--- config.mk ---
export PLATFORM = sky130hd
export DESIGN_NAME = trace_debugger
export DESIGN_NICKNAME = d
export VERILOG_FILES = /design/src/design/trdb_isa_pkg.sv /design/src/design/trdb_pkt_pkg.sv /design/src/design/trace_debugger.sv /design/src/design/trdb_branch_map.sv /design/src/design/trdb_packet_emitter.sv /design/src/design/trdb_packet_fifo.sv /design/src/design/trdb_priority.sv /design/src/design/trdb_retire_stage.sv
export SDC_FILE = /design/constraint.sdc
export NUM_CORES = 1
export LEC_CHECK = 0
export ABC_AREA = 1
export BUFFER_PORTS_ARGS = -buffer_cell sky130_fd_sc_hd__buf_4
export CORE_MARGIN = 5
export CORE_UTILIZATION = 25
export CTS_CLUSTER_DIAMETER = 30
export DETAILED_ROUTE_END_ITERATION = 6
export GPL_TIMING_DRIVEN = 0
export PLACE_DENSITY = 0.42
export SETUP_SLACK_MARGIN = 0.3
export SLEW_MARGIN = 20
export SYNTH_ARGS = -nofsm -noshare
export SYNTH_HDL_FRONTEND = slang
export SYNTH_SLANG_ARGS = --single-unit
--- constraint.sdc ---
create_clock -name clk_gated -period 11.9 [get_ports clk_gated]
set_input_delay 2.38 -clock clk_gated [delete_from_list [all_inputs] [get_ports clk_gated]]
set_output_delay 2.38 -clock clk_gated [all_outputs]
set_load 0.01 [all_outputs]
--- src/design/trdb_isa_pkg.sv ---
package trdb_isa_pkg;

    localparam int unsigned XLEN     = 32;
    localparam int unsigned ILEN     = 32;
    localparam int unsigned CAUSELEN = 5;

    // privilege levels as the core encodes them
    typedef enum logic [1:0] {
        priv_user       = 2'b00,
        priv_supervisor = 2'b01,
        priv_machine    = 2'b11
    } priv_e;

    // conditional branches with the pulp immediate compares last
    localparam logic [31:0] MASK_BEQ       = 32'h0000_707f;
    localparam logic [31:0] MATCH_BEQ      = 32'h0000_0063;
    localparam logic [31:0] MASK_BNE       = 32'h0000_707f;
    localparam logic [31:0] MATCH_BNE      = 32'h0000_1063;
    localparam logic [31:0] MASK_BLT       = 32'h0000_707f;
    localparam logic [31:0] MATCH_BLT      = 32'h0000_4063;
    localparam logic [31:0] MASK_BGE       = 32'h0000_707f;
    localparam logic [31:0] MATCH_BGE      = 32'h0000_5063;
    localparam logic [31:0] MASK_BLTU      = 32'h0000_707f;
    localparam logic [31:0] MATCH_BLTU     = 32'h0000_6063;
    localparam logic [31:0] MASK_BGEU      = 32'h0000_707f;
    localparam logic [31:0] MATCH_BGEU     = 32'h0000_7063;
    localparam logic [31:0] MASK_P_BNEIMM  = 32'h0000_707f;
    localparam logic [31:0] MATCH_P_BNEIMM = 32'h0000_3063;
    localparam logic [31:0] MASK_P_BEQIMM  = 32'h0000_707f;
    localparam logic [31:0] MATCH_P_BEQIMM = 32'h0000_2063;

    // jumps whose target can not be read from the executable
    localparam logic [31:0] MASK_JALR      = 32'h0000_707f;
    localparam logic [31:0] MATCH_JALR     = 32'h0000_0067;
    localparam logic [31:0] MASK_MRET      = 32'hffff_ffff;
    localparam logic [31:0] MATCH_MRET     = 32'h3020_0073;
    localparam logic [31:0] MASK_SRET      = 32'hffff_ffff;
    localparam logic [31:0] MATCH_SRET     = 32'h1020_0073;
    localparam logic [31:0] MASK_URET      = 32'hffff_ffff;
    localparam logic [31:0] MATCH_URET     = 32'h0020_0073;

    // one retired instruction as reported by the core
    typedef struct packed {
        logic                valid;
        logic                exception;
        logic                interrupt;
        logic [CAUSELEN-1:0] cause;
        priv_e               priv;
        logic [XLEN-1:0]     iaddr;
        logic [ILEN-1:0]     instr;
        logic                compressed;
    } retire_t;

endpackage

--- src/design/trdb_pkt_pkg.sv ---
package trdb_pkt_pkg;

    import trdb_isa_pkg::*;

    localparam int unsigned BMAP_LEN   = 31;
    localparam int unsigned BMAP_CNT_W = 5;
    localparam int unsigned FIFO_DEPTH = 4;
    localparam int unsigned FIFO_PTR_W = $clog2(FIFO_DEPTH);
    localparam int unsigned FIFO_CNT_W = $clog2(FIFO_DEPTH + 1);

    typedef enum logic [1:0] {
        fmt_bmap_full = 2'b00,
        fmt_addr      = 2'b01,
        fmt_start     = 2'b10,
        fmt_exception = 2'b11
    } pkt_format_e;

    typedef struct packed {
        pkt_format_e           format;
        logic [BMAP_CNT_W-1:0] branch_cnt;
        logic [BMAP_LEN-1:0]   branch_map;
        logic [XLEN-1:0]       addr;
        logic                  addr_diff;
        priv_e                 priv;
        logic [CAUSELEN-1:0]   cause;
        logic                  interrupt;
    } trace_pkt_t;

    typedef struct packed {
        logic enable;
        logic full_addr;
        logic machine_only;
    } trdb_cfg_t;

    // history view shared by the priority and the emitter
    typedef struct packed {
        logic                tc_valid;
        logic                tc_qualified;
        logic                tc_first_qualified;
        logic [XLEN-1:0]     tc_iaddr;
        priv_e               tc_priv;
        logic [XLEN-1:0]     nc_iaddr;
        logic                lc_exception;
        logic                lc_interrupt;
        logic [CAUSELEN-1:0] lc_cause;
        logic                lc_u_discontinuity;
    } phase_t;

endpackage

--- src/design/trace_debugger.sv ---
`timescale 1ns/1ns

module trace_debugger
    import trdb_isa_pkg::*;
    import trdb_pkt_pkg::*;
(
    input  logic       clk_gated,
    input  logic       rst_ni,
    input  retire_t    retire_i,
    input  trdb_cfg_t  cfg_i,
    input  logic       stall_i,
    output trace_pkt_t packet_o,
    output logic       packet_valid_o,
    output logic       overflow_o
);

    phase_t                phase;
    logic                  branch_valid;
    logic                  branch_taken;
    logic [BMAP_LEN-1:0]   bmap;
    logic [BMAP_CNT_W-1:0] bmap_cnt;
    logic                  bmap_full;
    logic                  bmap_flush;
    logic                  emit;
    pkt_format_e           format;
    trace_pkt_t            pkt;
    logic                  pkt_push;

    trdb_retire_stage i_trdb_retire_stage (
        .clk_gated      (clk_gated),
        .rst_ni         (rst_ni),
        .retire_i       (retire_i),
        .cfg_i          (cfg_i),
        .phase_o        (phase),
        .branch_valid_o (branch_valid),
        .branch_taken_o (branch_taken)
    );

    trdb_branch_map i_trdb_branch_map (
        .clk_gated (clk_gated),
        .rst_ni    (rst_ni),
        .valid_i   (branch_valid),
        .taken_i   (branch_taken),
        .flush_i   (bmap_flush),
        .map_o     (bmap),
        .count_o   (bmap_cnt),
        .full_o    (bmap_full),
        .empty_o   ()
    );

    trdb_priority i_trdb_priority (
        .phase_i     (phase),
        .bmap_full_i (bmap_full),
        .emit_o      (emit),
        .format_o    (format),
        .flush_o     (bmap_flush)
    );

    trdb_packet_emitter i_trdb_packet_emitter (
        .clk_gated   (clk_gated),
        .rst_ni      (rst_ni),
        .cfg_i       (cfg_i),
        .phase_i     (phase),
        .emit_i      (emit),
        .format_i    (format),
        .bmap_i      (bmap),
        .bmap_cnt_i  (bmap_cnt),
        .pkt_o       (pkt),
        .pkt_valid_o (pkt_push)
    );

    trdb_packet_fifo i_trdb_packet_fifo (
        .clk_gated   (clk_gated),
        .rst_ni      (rst_ni),
        .push_i      (pkt_push),
        .pkt_i       (pkt),
        .stall_i     (stall_i),
        .pkt_o       (packet_o),
        .pkt_valid_o (packet_valid_o),
        .overflow_o  (overflow_o)
    );

endmodule

--- src/design/trdb_branch_map.sv ---
`timescale 1ns/1ns

module trdb_branch_map
    import trdb_pkt_pkg::*;
(
    input  logic                  clk_gated,
    input  logic                  rst_ni,
    input  logic                  valid_i,
    input  logic                  taken_i,
    input  logic                  flush_i,
    output logic [BMAP_LEN-1:0]   map_o,
    output logic [BMAP_CNT_W-1:0] count_o,
    output logic                  full_o,
    output logic                  empty_o
);

    logic [BMAP_LEN-1:0]   map_q;
    logic [BMAP_CNT_W-1:0] cnt_q;

    // reported view already holds the branch of this cycle
    always_comb begin
        map_o   = map_q;
        count_o = cnt_q;
        if (valid_i) begin
            // not taken is recorded as 1
            map_o[cnt_q] = !taken_i;
            count_o      = cnt_q + 1'b1;
        end
    end

    assign full_o  = count_o == BMAP_CNT_W'(BMAP_LEN);
    assign empty_o = count_o == '0;

    // the current branch leaves with the flushed packet
    always_ff @(posedge clk_gated, negedge rst_ni) begin
        if (!rst_ni) begin
            map_q <= '0;
            cnt_q <= '0;
        end else if (flush_i) begin
            map_q <= '0;
            cnt_q <= '0;
        end else begin
            map_q <= map_o;
            cnt_q <= count_o;
        end
    end

    // a stored full map has no free bit left for another branch
    a_no_write_when_full: assert property (@(posedge clk_gated) disable iff (!rst_ni)
        cnt_q == BMAP_CNT_W'(BMAP_LEN) && !flush_i |-> !valid_i)
        else $error("branch written into a full map without a flush");

endmodule

--- src/design/trdb_packet_emitter.sv ---
`timescale 1ns/1ns

module trdb_packet_emitter
    import trdb_isa_pkg::*;
    import trdb_pkt_pkg::*;
(
    input  logic                  clk_gated,
    input  logic                  rst_ni,
    input  trdb_cfg_t             cfg_i,
    input  phase_t                phase_i,
    input  logic                  emit_i,
    input  pkt_format_e           format_i,
    input  logic [BMAP_LEN-1:0]   bmap_i,
    input  logic [BMAP_CNT_W-1:0] bmap_cnt_i,
    output trace_pkt_t            pkt_o,
    output logic                  pkt_valid_o
);

    trace_pkt_t      pkt_d;
    trace_pkt_t      pkt_q;
    logic            pkt_valid_q;
    logic [XLEN-1:0] last_addr_q;
    logic            has_addr;
    logic            use_diff;

    assign has_addr = format_i != fmt_bmap_full;
    // start and exception packets resync the decoder with a full address
    assign use_diff = format_i == fmt_addr && !cfg_i.full_addr;

    always_comb begin
        pkt_d            = '0;
        pkt_d.format     = format_i;
        pkt_d.branch_cnt = bmap_cnt_i;
        pkt_d.branch_map = bmap_i;
        pkt_d.priv       = phase_i.tc_priv;
        if (has_addr) begin
            pkt_d.addr_diff = use_diff;
            if (use_diff) begin
                pkt_d.addr = phase_i.tc_iaddr - last_addr_q;
            end else begin
                pkt_d.addr = phase_i.tc_iaddr;
            end
        end
        if (format_i == fmt_exception) begin
            pkt_d.cause     = phase_i.lc_cause;
            pkt_d.interrupt = phase_i.lc_interrupt;
        end
    end

    always_ff @(posedge clk_gated, negedge rst_ni) begin
        if (!rst_ni) begin
            pkt_valid_q <= 1'b0;
            last_addr_q <= '0;
        end else begin
            pkt_valid_q <= emit_i;
            // reference point for the next differential address
            if (emit_i && has_addr) begin
                last_addr_q <= phase_i.tc_iaddr;
            end
        end
    end

    always_ff @(posedge clk_gated) begin
        if (emit_i) begin
            pkt_q <= pkt_d;
        end
    end

    assign pkt_o       = pkt_q;
    assign pkt_valid_o = pkt_valid_q;

endmodule

--- src/design/trdb_packet_fifo.sv ---
`timescale 1ns/1ns

module trdb_packet_fifo
    import trdb_pkt_pkg::*;
(
    input  logic       clk_gated,
    input  logic       rst_ni,
    input  logic       push_i,
    input  trace_pkt_t pkt_i,
    input  logic       stall_i,
    output trace_pkt_t pkt_o,
    output logic       pkt_valid_o,
    output logic       overflow_o
);

    trace_pkt_t            mem_q [FIFO_DEPTH];
    logic [FIFO_PTR_W-1:0] wr_ptr_q;
    logic [FIFO_PTR_W-1:0] rd_ptr_q;
    logic [FIFO_CNT_W-1:0] cnt_q;
    trace_pkt_t            out_q;
    logic                  out_valid_q;
    logic                  overflow_q;
    logic                  full;
    logic                  pop;
    logic                  wr_en;

    assign full  = cnt_q == FIFO_CNT_W'(FIFO_DEPTH);
    assign pop   = !stall_i && cnt_q != '0;
    // a slot freed by this cycle's pop can be reused right away
    assign wr_en = push_i && (!full || pop);

    always_ff @(posedge clk_gated) begin
        if (wr_en) begin
            mem_q[wr_ptr_q] <= pkt_i;
        end
        if (pop) begin
            out_q <= mem_q[rd_ptr_q];
        end
    end

    always_ff @(posedge clk_gated, negedge rst_ni) begin
        if (!rst_ni) begin
            wr_ptr_q    <= '0;
            rd_ptr_q    <= '0;
            cnt_q       <= '0;
            out_valid_q <= 1'b0;
            overflow_q  <= 1'b0;
        end else begin
            if (wr_en) begin
                wr_ptr_q <= wr_ptr_q + 1'b1;
            end
            if (pop) begin
                rd_ptr_q <= rd_ptr_q + 1'b1;
            end
            cnt_q       <= cnt_q + FIFO_CNT_W'(wr_en) - FIFO_CNT_W'(pop);
            out_valid_q <= pop;
            // sticky until reset
            if (push_i && !wr_en) begin
                overflow_q <= 1'b1;
            end
        end
    end

    assign pkt_o       = out_q;
    assign pkt_valid_o = out_valid_q;
    assign overflow_o  = overflow_q;

    a_cnt_bound: assert property (@(posedge clk_gated) disable iff (!rst_ni)
        cnt_q <= FIFO_CNT_W'(FIFO_DEPTH))
        else $error("packet queue occupancy above depth");

endmodule

--- src/design/trdb_priority.sv ---
`timescale 1ns/1ns

module trdb_priority
    import trdb_pkt_pkg::*;
(
    input  phase_t      phase_i,
    input  logic        bmap_full_i,
    output logic        emit_o,
    output pkt_format_e format_o,
    output logic        flush_o
);

    logic active;

    // only qualified instructions on a retiring cycle can trigger
    assign active = phase_i.tc_valid && phase_i.tc_qualified;

    always_comb begin
        emit_o   = 1'b0;
        format_o = fmt_bmap_full;
        if (active) begin
            if (phase_i.lc_exception) begin
                // tc is the first instruction of the handler
                emit_o   = 1'b1;
                format_o = fmt_exception;
            end else if (phase_i.tc_first_qualified) begin
                emit_o   = 1'b1;
                format_o = fmt_start;
            end else if (phase_i.lc_u_discontinuity) begin
                // tc is the jump target
                emit_o   = 1'b1;
                format_o = fmt_addr;
            end else if (bmap_full_i) begin
                emit_o   = 1'b1;
                format_o = fmt_bmap_full;
            end
        end
    end

    // every packet carries the pending branches
    assign flush_o = emit_o;

endmodule

--- src/design/trdb_retire_stage.sv ---
`timescale 1ns/1ns

module trdb_retire_stage
    import trdb_isa_pkg::*;
    import trdb_pkt_pkg::*;
(
    input  logic      clk_gated,
    input  logic      rst_ni,
    input  retire_t   retire_i,
    input  trdb_cfg_t cfg_i,
    output phase_t    phase_o,
    output logic      branch_valid_o,
    output logic      branch_taken_o
);

    retire_t             ret_q;
    logic                tc_valid;
    logic                nc_qualified;
    logic                nc_is_branch;
    logic                nc_u_disc;

    // this cycle
    logic                tc_qualified_q;
    logic                tc_exception_q;
    logic                tc_u_disc_q;
    logic                tc_is_branch_q;
    priv_e               tc_priv_q;
    logic                tc_interrupt_q;
    logic [CAUSELEN-1:0] tc_cause_q;
    logic                tc_compressed_q;
    logic [XLEN-1:0]     tc_iaddr_q;

    // last cycle
    logic                lc_qualified_q;
    logic                lc_exception_q;
    logic                lc_u_disc_q;
    logic                lc_interrupt_q;
    logic [CAUSELEN-1:0] lc_cause_q;

    // keep the core timing paths short
    always_ff @(posedge clk_gated, negedge rst_ni) begin
        if (!rst_ni) begin
            ret_q <= '0;
        end else begin
            ret_q <= retire_i;
        end
    end

    // next cycle decode straight from the registered core signals
    always_comb begin
        nc_qualified = cfg_i.enable && ret_q.valid &&
                       (!cfg_i.machine_only || ret_q.priv == priv_machine);
        nc_is_branch = ((ret_q.instr & MASK_BEQ) == MATCH_BEQ) ||
                       ((ret_q.instr & MASK_BNE) == MATCH_BNE) ||
                       ((ret_q.instr & MASK_BLT) == MATCH_BLT) ||
                       ((ret_q.instr & MASK_BGE) == MATCH_BGE) ||
                       ((ret_q.instr & MASK_BLTU) == MATCH_BLTU) ||
                       ((ret_q.instr & MASK_BGEU) == MATCH_BGEU) ||
                       ((ret_q.instr & MASK_P_BNEIMM) == MATCH_P_BNEIMM) ||
                       ((ret_q.instr & MASK_P_BEQIMM) == MATCH_P_BEQIMM);
        nc_u_disc    = ((ret_q.instr & MASK_JALR) == MATCH_JALR) ||
                       ((ret_q.instr & MASK_MRET) == MATCH_MRET) ||
                       ((ret_q.instr & MASK_SRET) == MATCH_SRET) ||
                       ((ret_q.instr & MASK_URET) == MATCH_URET);
    end

    // history only moves when the core retired something
    always_ff @(posedge clk_gated, negedge rst_ni) begin
        if (!rst_ni) begin
            tc_qualified_q <= 1'b0;
            tc_exception_q <= 1'b0;
            tc_u_disc_q    <= 1'b0;
            tc_is_branch_q <= 1'b0;
            tc_priv_q      <= priv_machine;
            lc_qualified_q <= 1'b0;
            lc_exception_q <= 1'b0;
            lc_u_disc_q    <= 1'b0;
        end else if (ret_q.valid) begin
            tc_qualified_q <= nc_qualified;
            tc_exception_q <= ret_q.exception;
            tc_u_disc_q    <= nc_u_disc;
            tc_is_branch_q <= nc_is_branch;
            tc_priv_q      <= ret_q.priv;
            lc_qualified_q <= tc_qualified_q;
            lc_exception_q <= tc_exception_q;
            lc_u_disc_q    <= tc_u_disc_q;
        end
    end

    always_ff @(posedge clk_gated) begin
        if (ret_q.valid) begin
            tc_interrupt_q  <= ret_q.interrupt;
            tc_cause_q      <= ret_q.cause;
            tc_compressed_q <= ret_q.compressed;
            tc_iaddr_q      <= ret_q.iaddr;
            lc_interrupt_q  <= tc_interrupt_q;
            lc_cause_q      <= tc_cause_q;
        end
    end

    assign tc_valid = ret_q.valid && cfg_i.enable;

    always_comb begin
        phase_o.tc_valid           = tc_valid;
        phase_o.tc_qualified       = tc_qualified_q;
        phase_o.tc_first_qualified = tc_qualified_q && !lc_qualified_q;
        phase_o.tc_iaddr           = tc_iaddr_q;
        phase_o.tc_priv            = tc_priv_q;
        phase_o.nc_iaddr           = ret_q.iaddr;
        phase_o.lc_exception       = lc_exception_q;
        phase_o.lc_interrupt       = lc_interrupt_q;
        phase_o.lc_cause           = lc_cause_q;
        phase_o.lc_u_discontinuity = lc_u_disc_q;
    end

    // taken when the next address is not the fall-through one
    always_comb begin
        if (tc_compressed_q) begin
            branch_taken_o = ret_q.iaddr != tc_iaddr_q + XLEN'(2);
        end else begin
            branch_taken_o = ret_q.iaddr != tc_iaddr_q + XLEN'(4);
        end
    end

    assign branch_valid_o = tc_valid && tc_qualified_q && tc_is_branch_q;

    // the core never traps on a conditional branch
    a_no_branch_exception: assert property (@(posedge clk_gated) disable iff (!rst_ni)
        retire_i.valid && retire_i.exception |=> !nc_is_branch)
        else $error("exception reported on a branch instruction");

endmodule

==> impl_metrics.tcl <==
set metrics [dict create \
    core-area_sq_um 110000 \
    multi_input_area_sq_um 6750 \
    crit_required_ps 12220 \
    crit_path_start_kind "input pin" \
    fmax_ghz 0.208 \
    routed_via_density 4.19 \
    die_area_sq_um 118000 \
    hold_start "i_trdb_retire_stage.ret_q[70]" \
    drt-initial-drc-count 930 \
    grt_pass1_wl_microns 114000 \
    synth_fp_nets 2490 \
    dr.pass1.iters 5 \
    numCtsBuffers 163 \
    cts-hold-fix-buffers 0 \
    min_path_type "reg -> reg" \
    p_int_uw 6900 \
    drc 0 \
    reg2reg_depth 9 \
    final_cell_mix "edfxtp_1, nor2_1, nand2_1" \
    combinationalPowerShare_pct 18.2 \
    status "completed" \
    cp_data_arrival_time_ps 5120 \
    start_util_pct 25.1 \
    end_kind "flop" \
    finalSetupViolations 0 \
    syn_inst 2364 \
    seqPwrFrac_pct 31.4 \
    grt_pass1_vias 19461 \
    max_cap_viol_count 0 \
    synthFlopType "edfxtp_1" \
    netlist_area_sq_um 27700 \
    final_net_count 2838 \
    setup_tns_ps 0 \
    p_leak_uw 0.0151 \
    synth_edf_count 519 \
    crit_type "in -> reg" \
    antenna_found_initial 0 \
    post-dp-hpwl_microns 51200 \
    layout_commonest_cell "edfxtp_1" \
    seqCellArea_sq_um 19600 \
    ys_types 42 \
    syn_avg_cell_area_sq_um 11.7 \
    io_buffers 161 \
    ios 162 \
    rows 122 \
    hold_viol 0 \
    relSlewSlack_pct 29.2 \
    rsz0062_at_grt "no" \
    place_area_sq_um 31300 \
    grt_max_degree 90 \
    power.density_nw_per_um2 257 \
    switchingPower_uw 2750 \
    drt_wl_total_microns 74800 \
    drtAntennaViolNets 0 \
    clk_path_buf_depth 3 \
    fin_crit_sh_pct 40.3 \
    startpoint "cfg_i[2]" \
    chipWidth_microns 343 \
    synth_warnings 0 \
    grt_remaining_overflow 0 \
    htree_num_levels 4 \
    hold_slack_ps 387 \
    synthArstFlopShare_pct 23.8 \
    cts_tree "yes" \
    ys_ff_latch 681 \
    cp_max_fo 89 \
    r2r_end "i_trdb_packet_emitter.pkt_o[34]" \
    drive_above_1_share_pct 18.6 \
    gp_congestion 0.812 \
    r2r-start "i_trdb_retire_stage.ret_q[74]" \
    cts_setup_buffers 0 \
    switching_share_pct 28.5 \
    worst_pin_slew_ps 1060 \
    seq_area_frac_synth_pct 70.9 \
    peakVddDrop_mv 0.130 \
    slew_violations 0 \
    diodes 0 \
    clock_sinks 681 \
    area_delta_synth_final_pct 35.4 \
    r2r_slack_ps 7820 \
    cts.repair.resized 0 \
    fin_skew_ps 67.9 \
    vias 18197 \
    clk_latency_ps 750 \
    fp.dieH_microns 343 \
    grtUsageTotal_pct 12.7 \
    endpoint "i_trdb_packet_emitter.pkt_o[34]" \
    period_minus_slack_ps 4800 \
    avgRoutedWirePerCell_microns 17.2 \
    clk_pin_slew_ps 50 \
    clockRootBuffer "clkbuf_16" \
    n_fill_cell 10914 \
    p_clk_share_pct 50.4 \
    final_area_sq_um 37500 \
]
[kinds of logic (layout without fill, tap and decap cells)]
kind of cell | Yosys count | in the layout | share of synthesized area (%)
flip-flops | 681 | 681 | 70.9
XOR/XNOR | 53 | 53 | 1.70
AND/OR/NAND/NOR | 799 | 799 | 11.9
adder cells (fa/ha/maj) | 45 | 45 | 2.09
AO/OA/AOI/OAI | 436 | 436 | 8.56
buffers and inverters | 350 | 841 | 4.84
[through the flow]
stage	setup slack, ps	utilization [%]	total power, uW	cells
finish	7100	34.0	9650	4343
global route	6940	34.0	10100	4343
CTS	7160	34.0	9810	4343
detailed placement	6410	28.4	4870	4035
global placement	540	27.9	4830	4013
floorplan	3800	-	4010	2364
[cells in the mapped netlist (2+ instances only)]
library cell / instances / area share [%]
a211oi_1: 2 / 0.054
a21o_1: 4 / 0.11
a21oi_1: 72 / 1.3
a31oi_1: 4 / 0.090
buf_1: 2 / 0.027
buf_2: 4 / 0.072
buf_6: 3 / 0.12
clkbuf_1: 65 / 0.88
dfrtp_1: 160 / 14
dfstp_2: 2 / 0.19
edfxtp_1: 519 / 56
fa_1: 2 / 0.14
ha_1: 43 / 1.9
inv_1: 268 / 3.6
inv_2: 8 / 0.11
nand2_1: 321 / 4.4
nand2_2: 3 / 0.068
nand3_1: 42 / 0.76
nand3_2: 2 / 0.072
nand3b_1: 4 / 0.11
nand4_1: 17 / 0.38
nor2_1: 348 / 4.7
nor2_2: 5 / 0.11
nor3_1: 15 / 0.27
nor4_1: 6 / 0.14
o211ai_1: 3 / 0.081
o21ai_0: 253 / 4.6
o21ai_1: 3 / 0.054
o21bai_1: 10 / 0.27
o22ai_1: 80 / 1.8
or2_2: 33 / 0.75
xnor2_1: 14 / 0.44
xor2_1: 38 / 1.2
[layer usage]
| layer | track usage, % | up-vias | share of wire, % |
|---|---|---|---|
| li1 | - | 8850 | - |
| met5 | 0 | - | 0 |
| met2 | 21.8 | 413 | 50 |
| met1 | 15.5 | 8795 | 43 |
| met4 | 4.57 | 0 | 2.5 |
| met3 | 3.38 | 139 | 5.3 |
[worst max-delay path, cell delays in order]
cell and delay [ps]:
buf_4 100, nand3_2 160, nor2_8 260, nand2_2 170
nor2_2 180, inv_2 50, nand2_2 80, inv_2 50
o41ai_4 750, buf_6 740
[state kept, by name, summed over array words and instances (netlist names), 5 cells and up]
| signal | cells |
|---|---|
| i_trdb_packet_fifo.pkt_o | 79 |
| i_trdb_retire_stage.tc_iaddr_q | 32 |
| i_trdb_branch_map.map_q | 31 |
| i_trdb_retire_stage.ret_q | 43 |
| i_trdb_retire_stage.phase_o | 32 |
| i_trdb_packet_emitter.pkt_o | 79 |
| i_trdb_retire_stage.lc_cause_q | 5 |
| i_trdb_retire_stage.tc_cause_q | 5 |
| i_trdb_packet_emitter.last_addr_q | 32 |
| i_trdb_packet_fifo.mem_q | 316 |
| i_trdb_branch_map.cnt_q | 5 |
[power groups by stage]
stage | clock network (uW) | logic [uW] | registers, uW
2_1_floorplan | 0 | 933 | 3080
3_3_place_gp | 0 | 1740 | 3090
3_5_place_dp | 0 | 1790 | 3070
4_1_cts | 4970 | 1800 | 3040
5_1_grt | 5120 | 1960 | 3060
6_report | 4870 | 1750 | 3030
[worst min path at each step]
stage	to	slack [ps]	cells after the start
6_report	i_trdb_retire_stage.tc_cause_q[3]	390	0
5_1_grt	i_trdb_retire_stage.tc_cause_q[3]	390	0
4_1_cts	i_trdb_retire_stage.tc_cause_q[3]	380	0
3_5_place_dp	i_trdb_retire_stage.tc_cause_q[0]	410	0
3_3_place_gp	i_trdb_retire_stage.lc_interrupt_q	410	0
2_1_floorplan	i_trdb_retire_stage.lc_cause_q[0]	400	0
[area by class of cell]
cell class,instances,share of cell area (%)
sequential,681,52.4
multi-input combinational,1333,18.0
clock buffer,190,11.4
clock inverter,118,5.07
tap,1488,4.96
timing repair buffer,183,4.56
inverter,276,2.76
buffer,74,0.814
(Power assumes the default switching activity.)
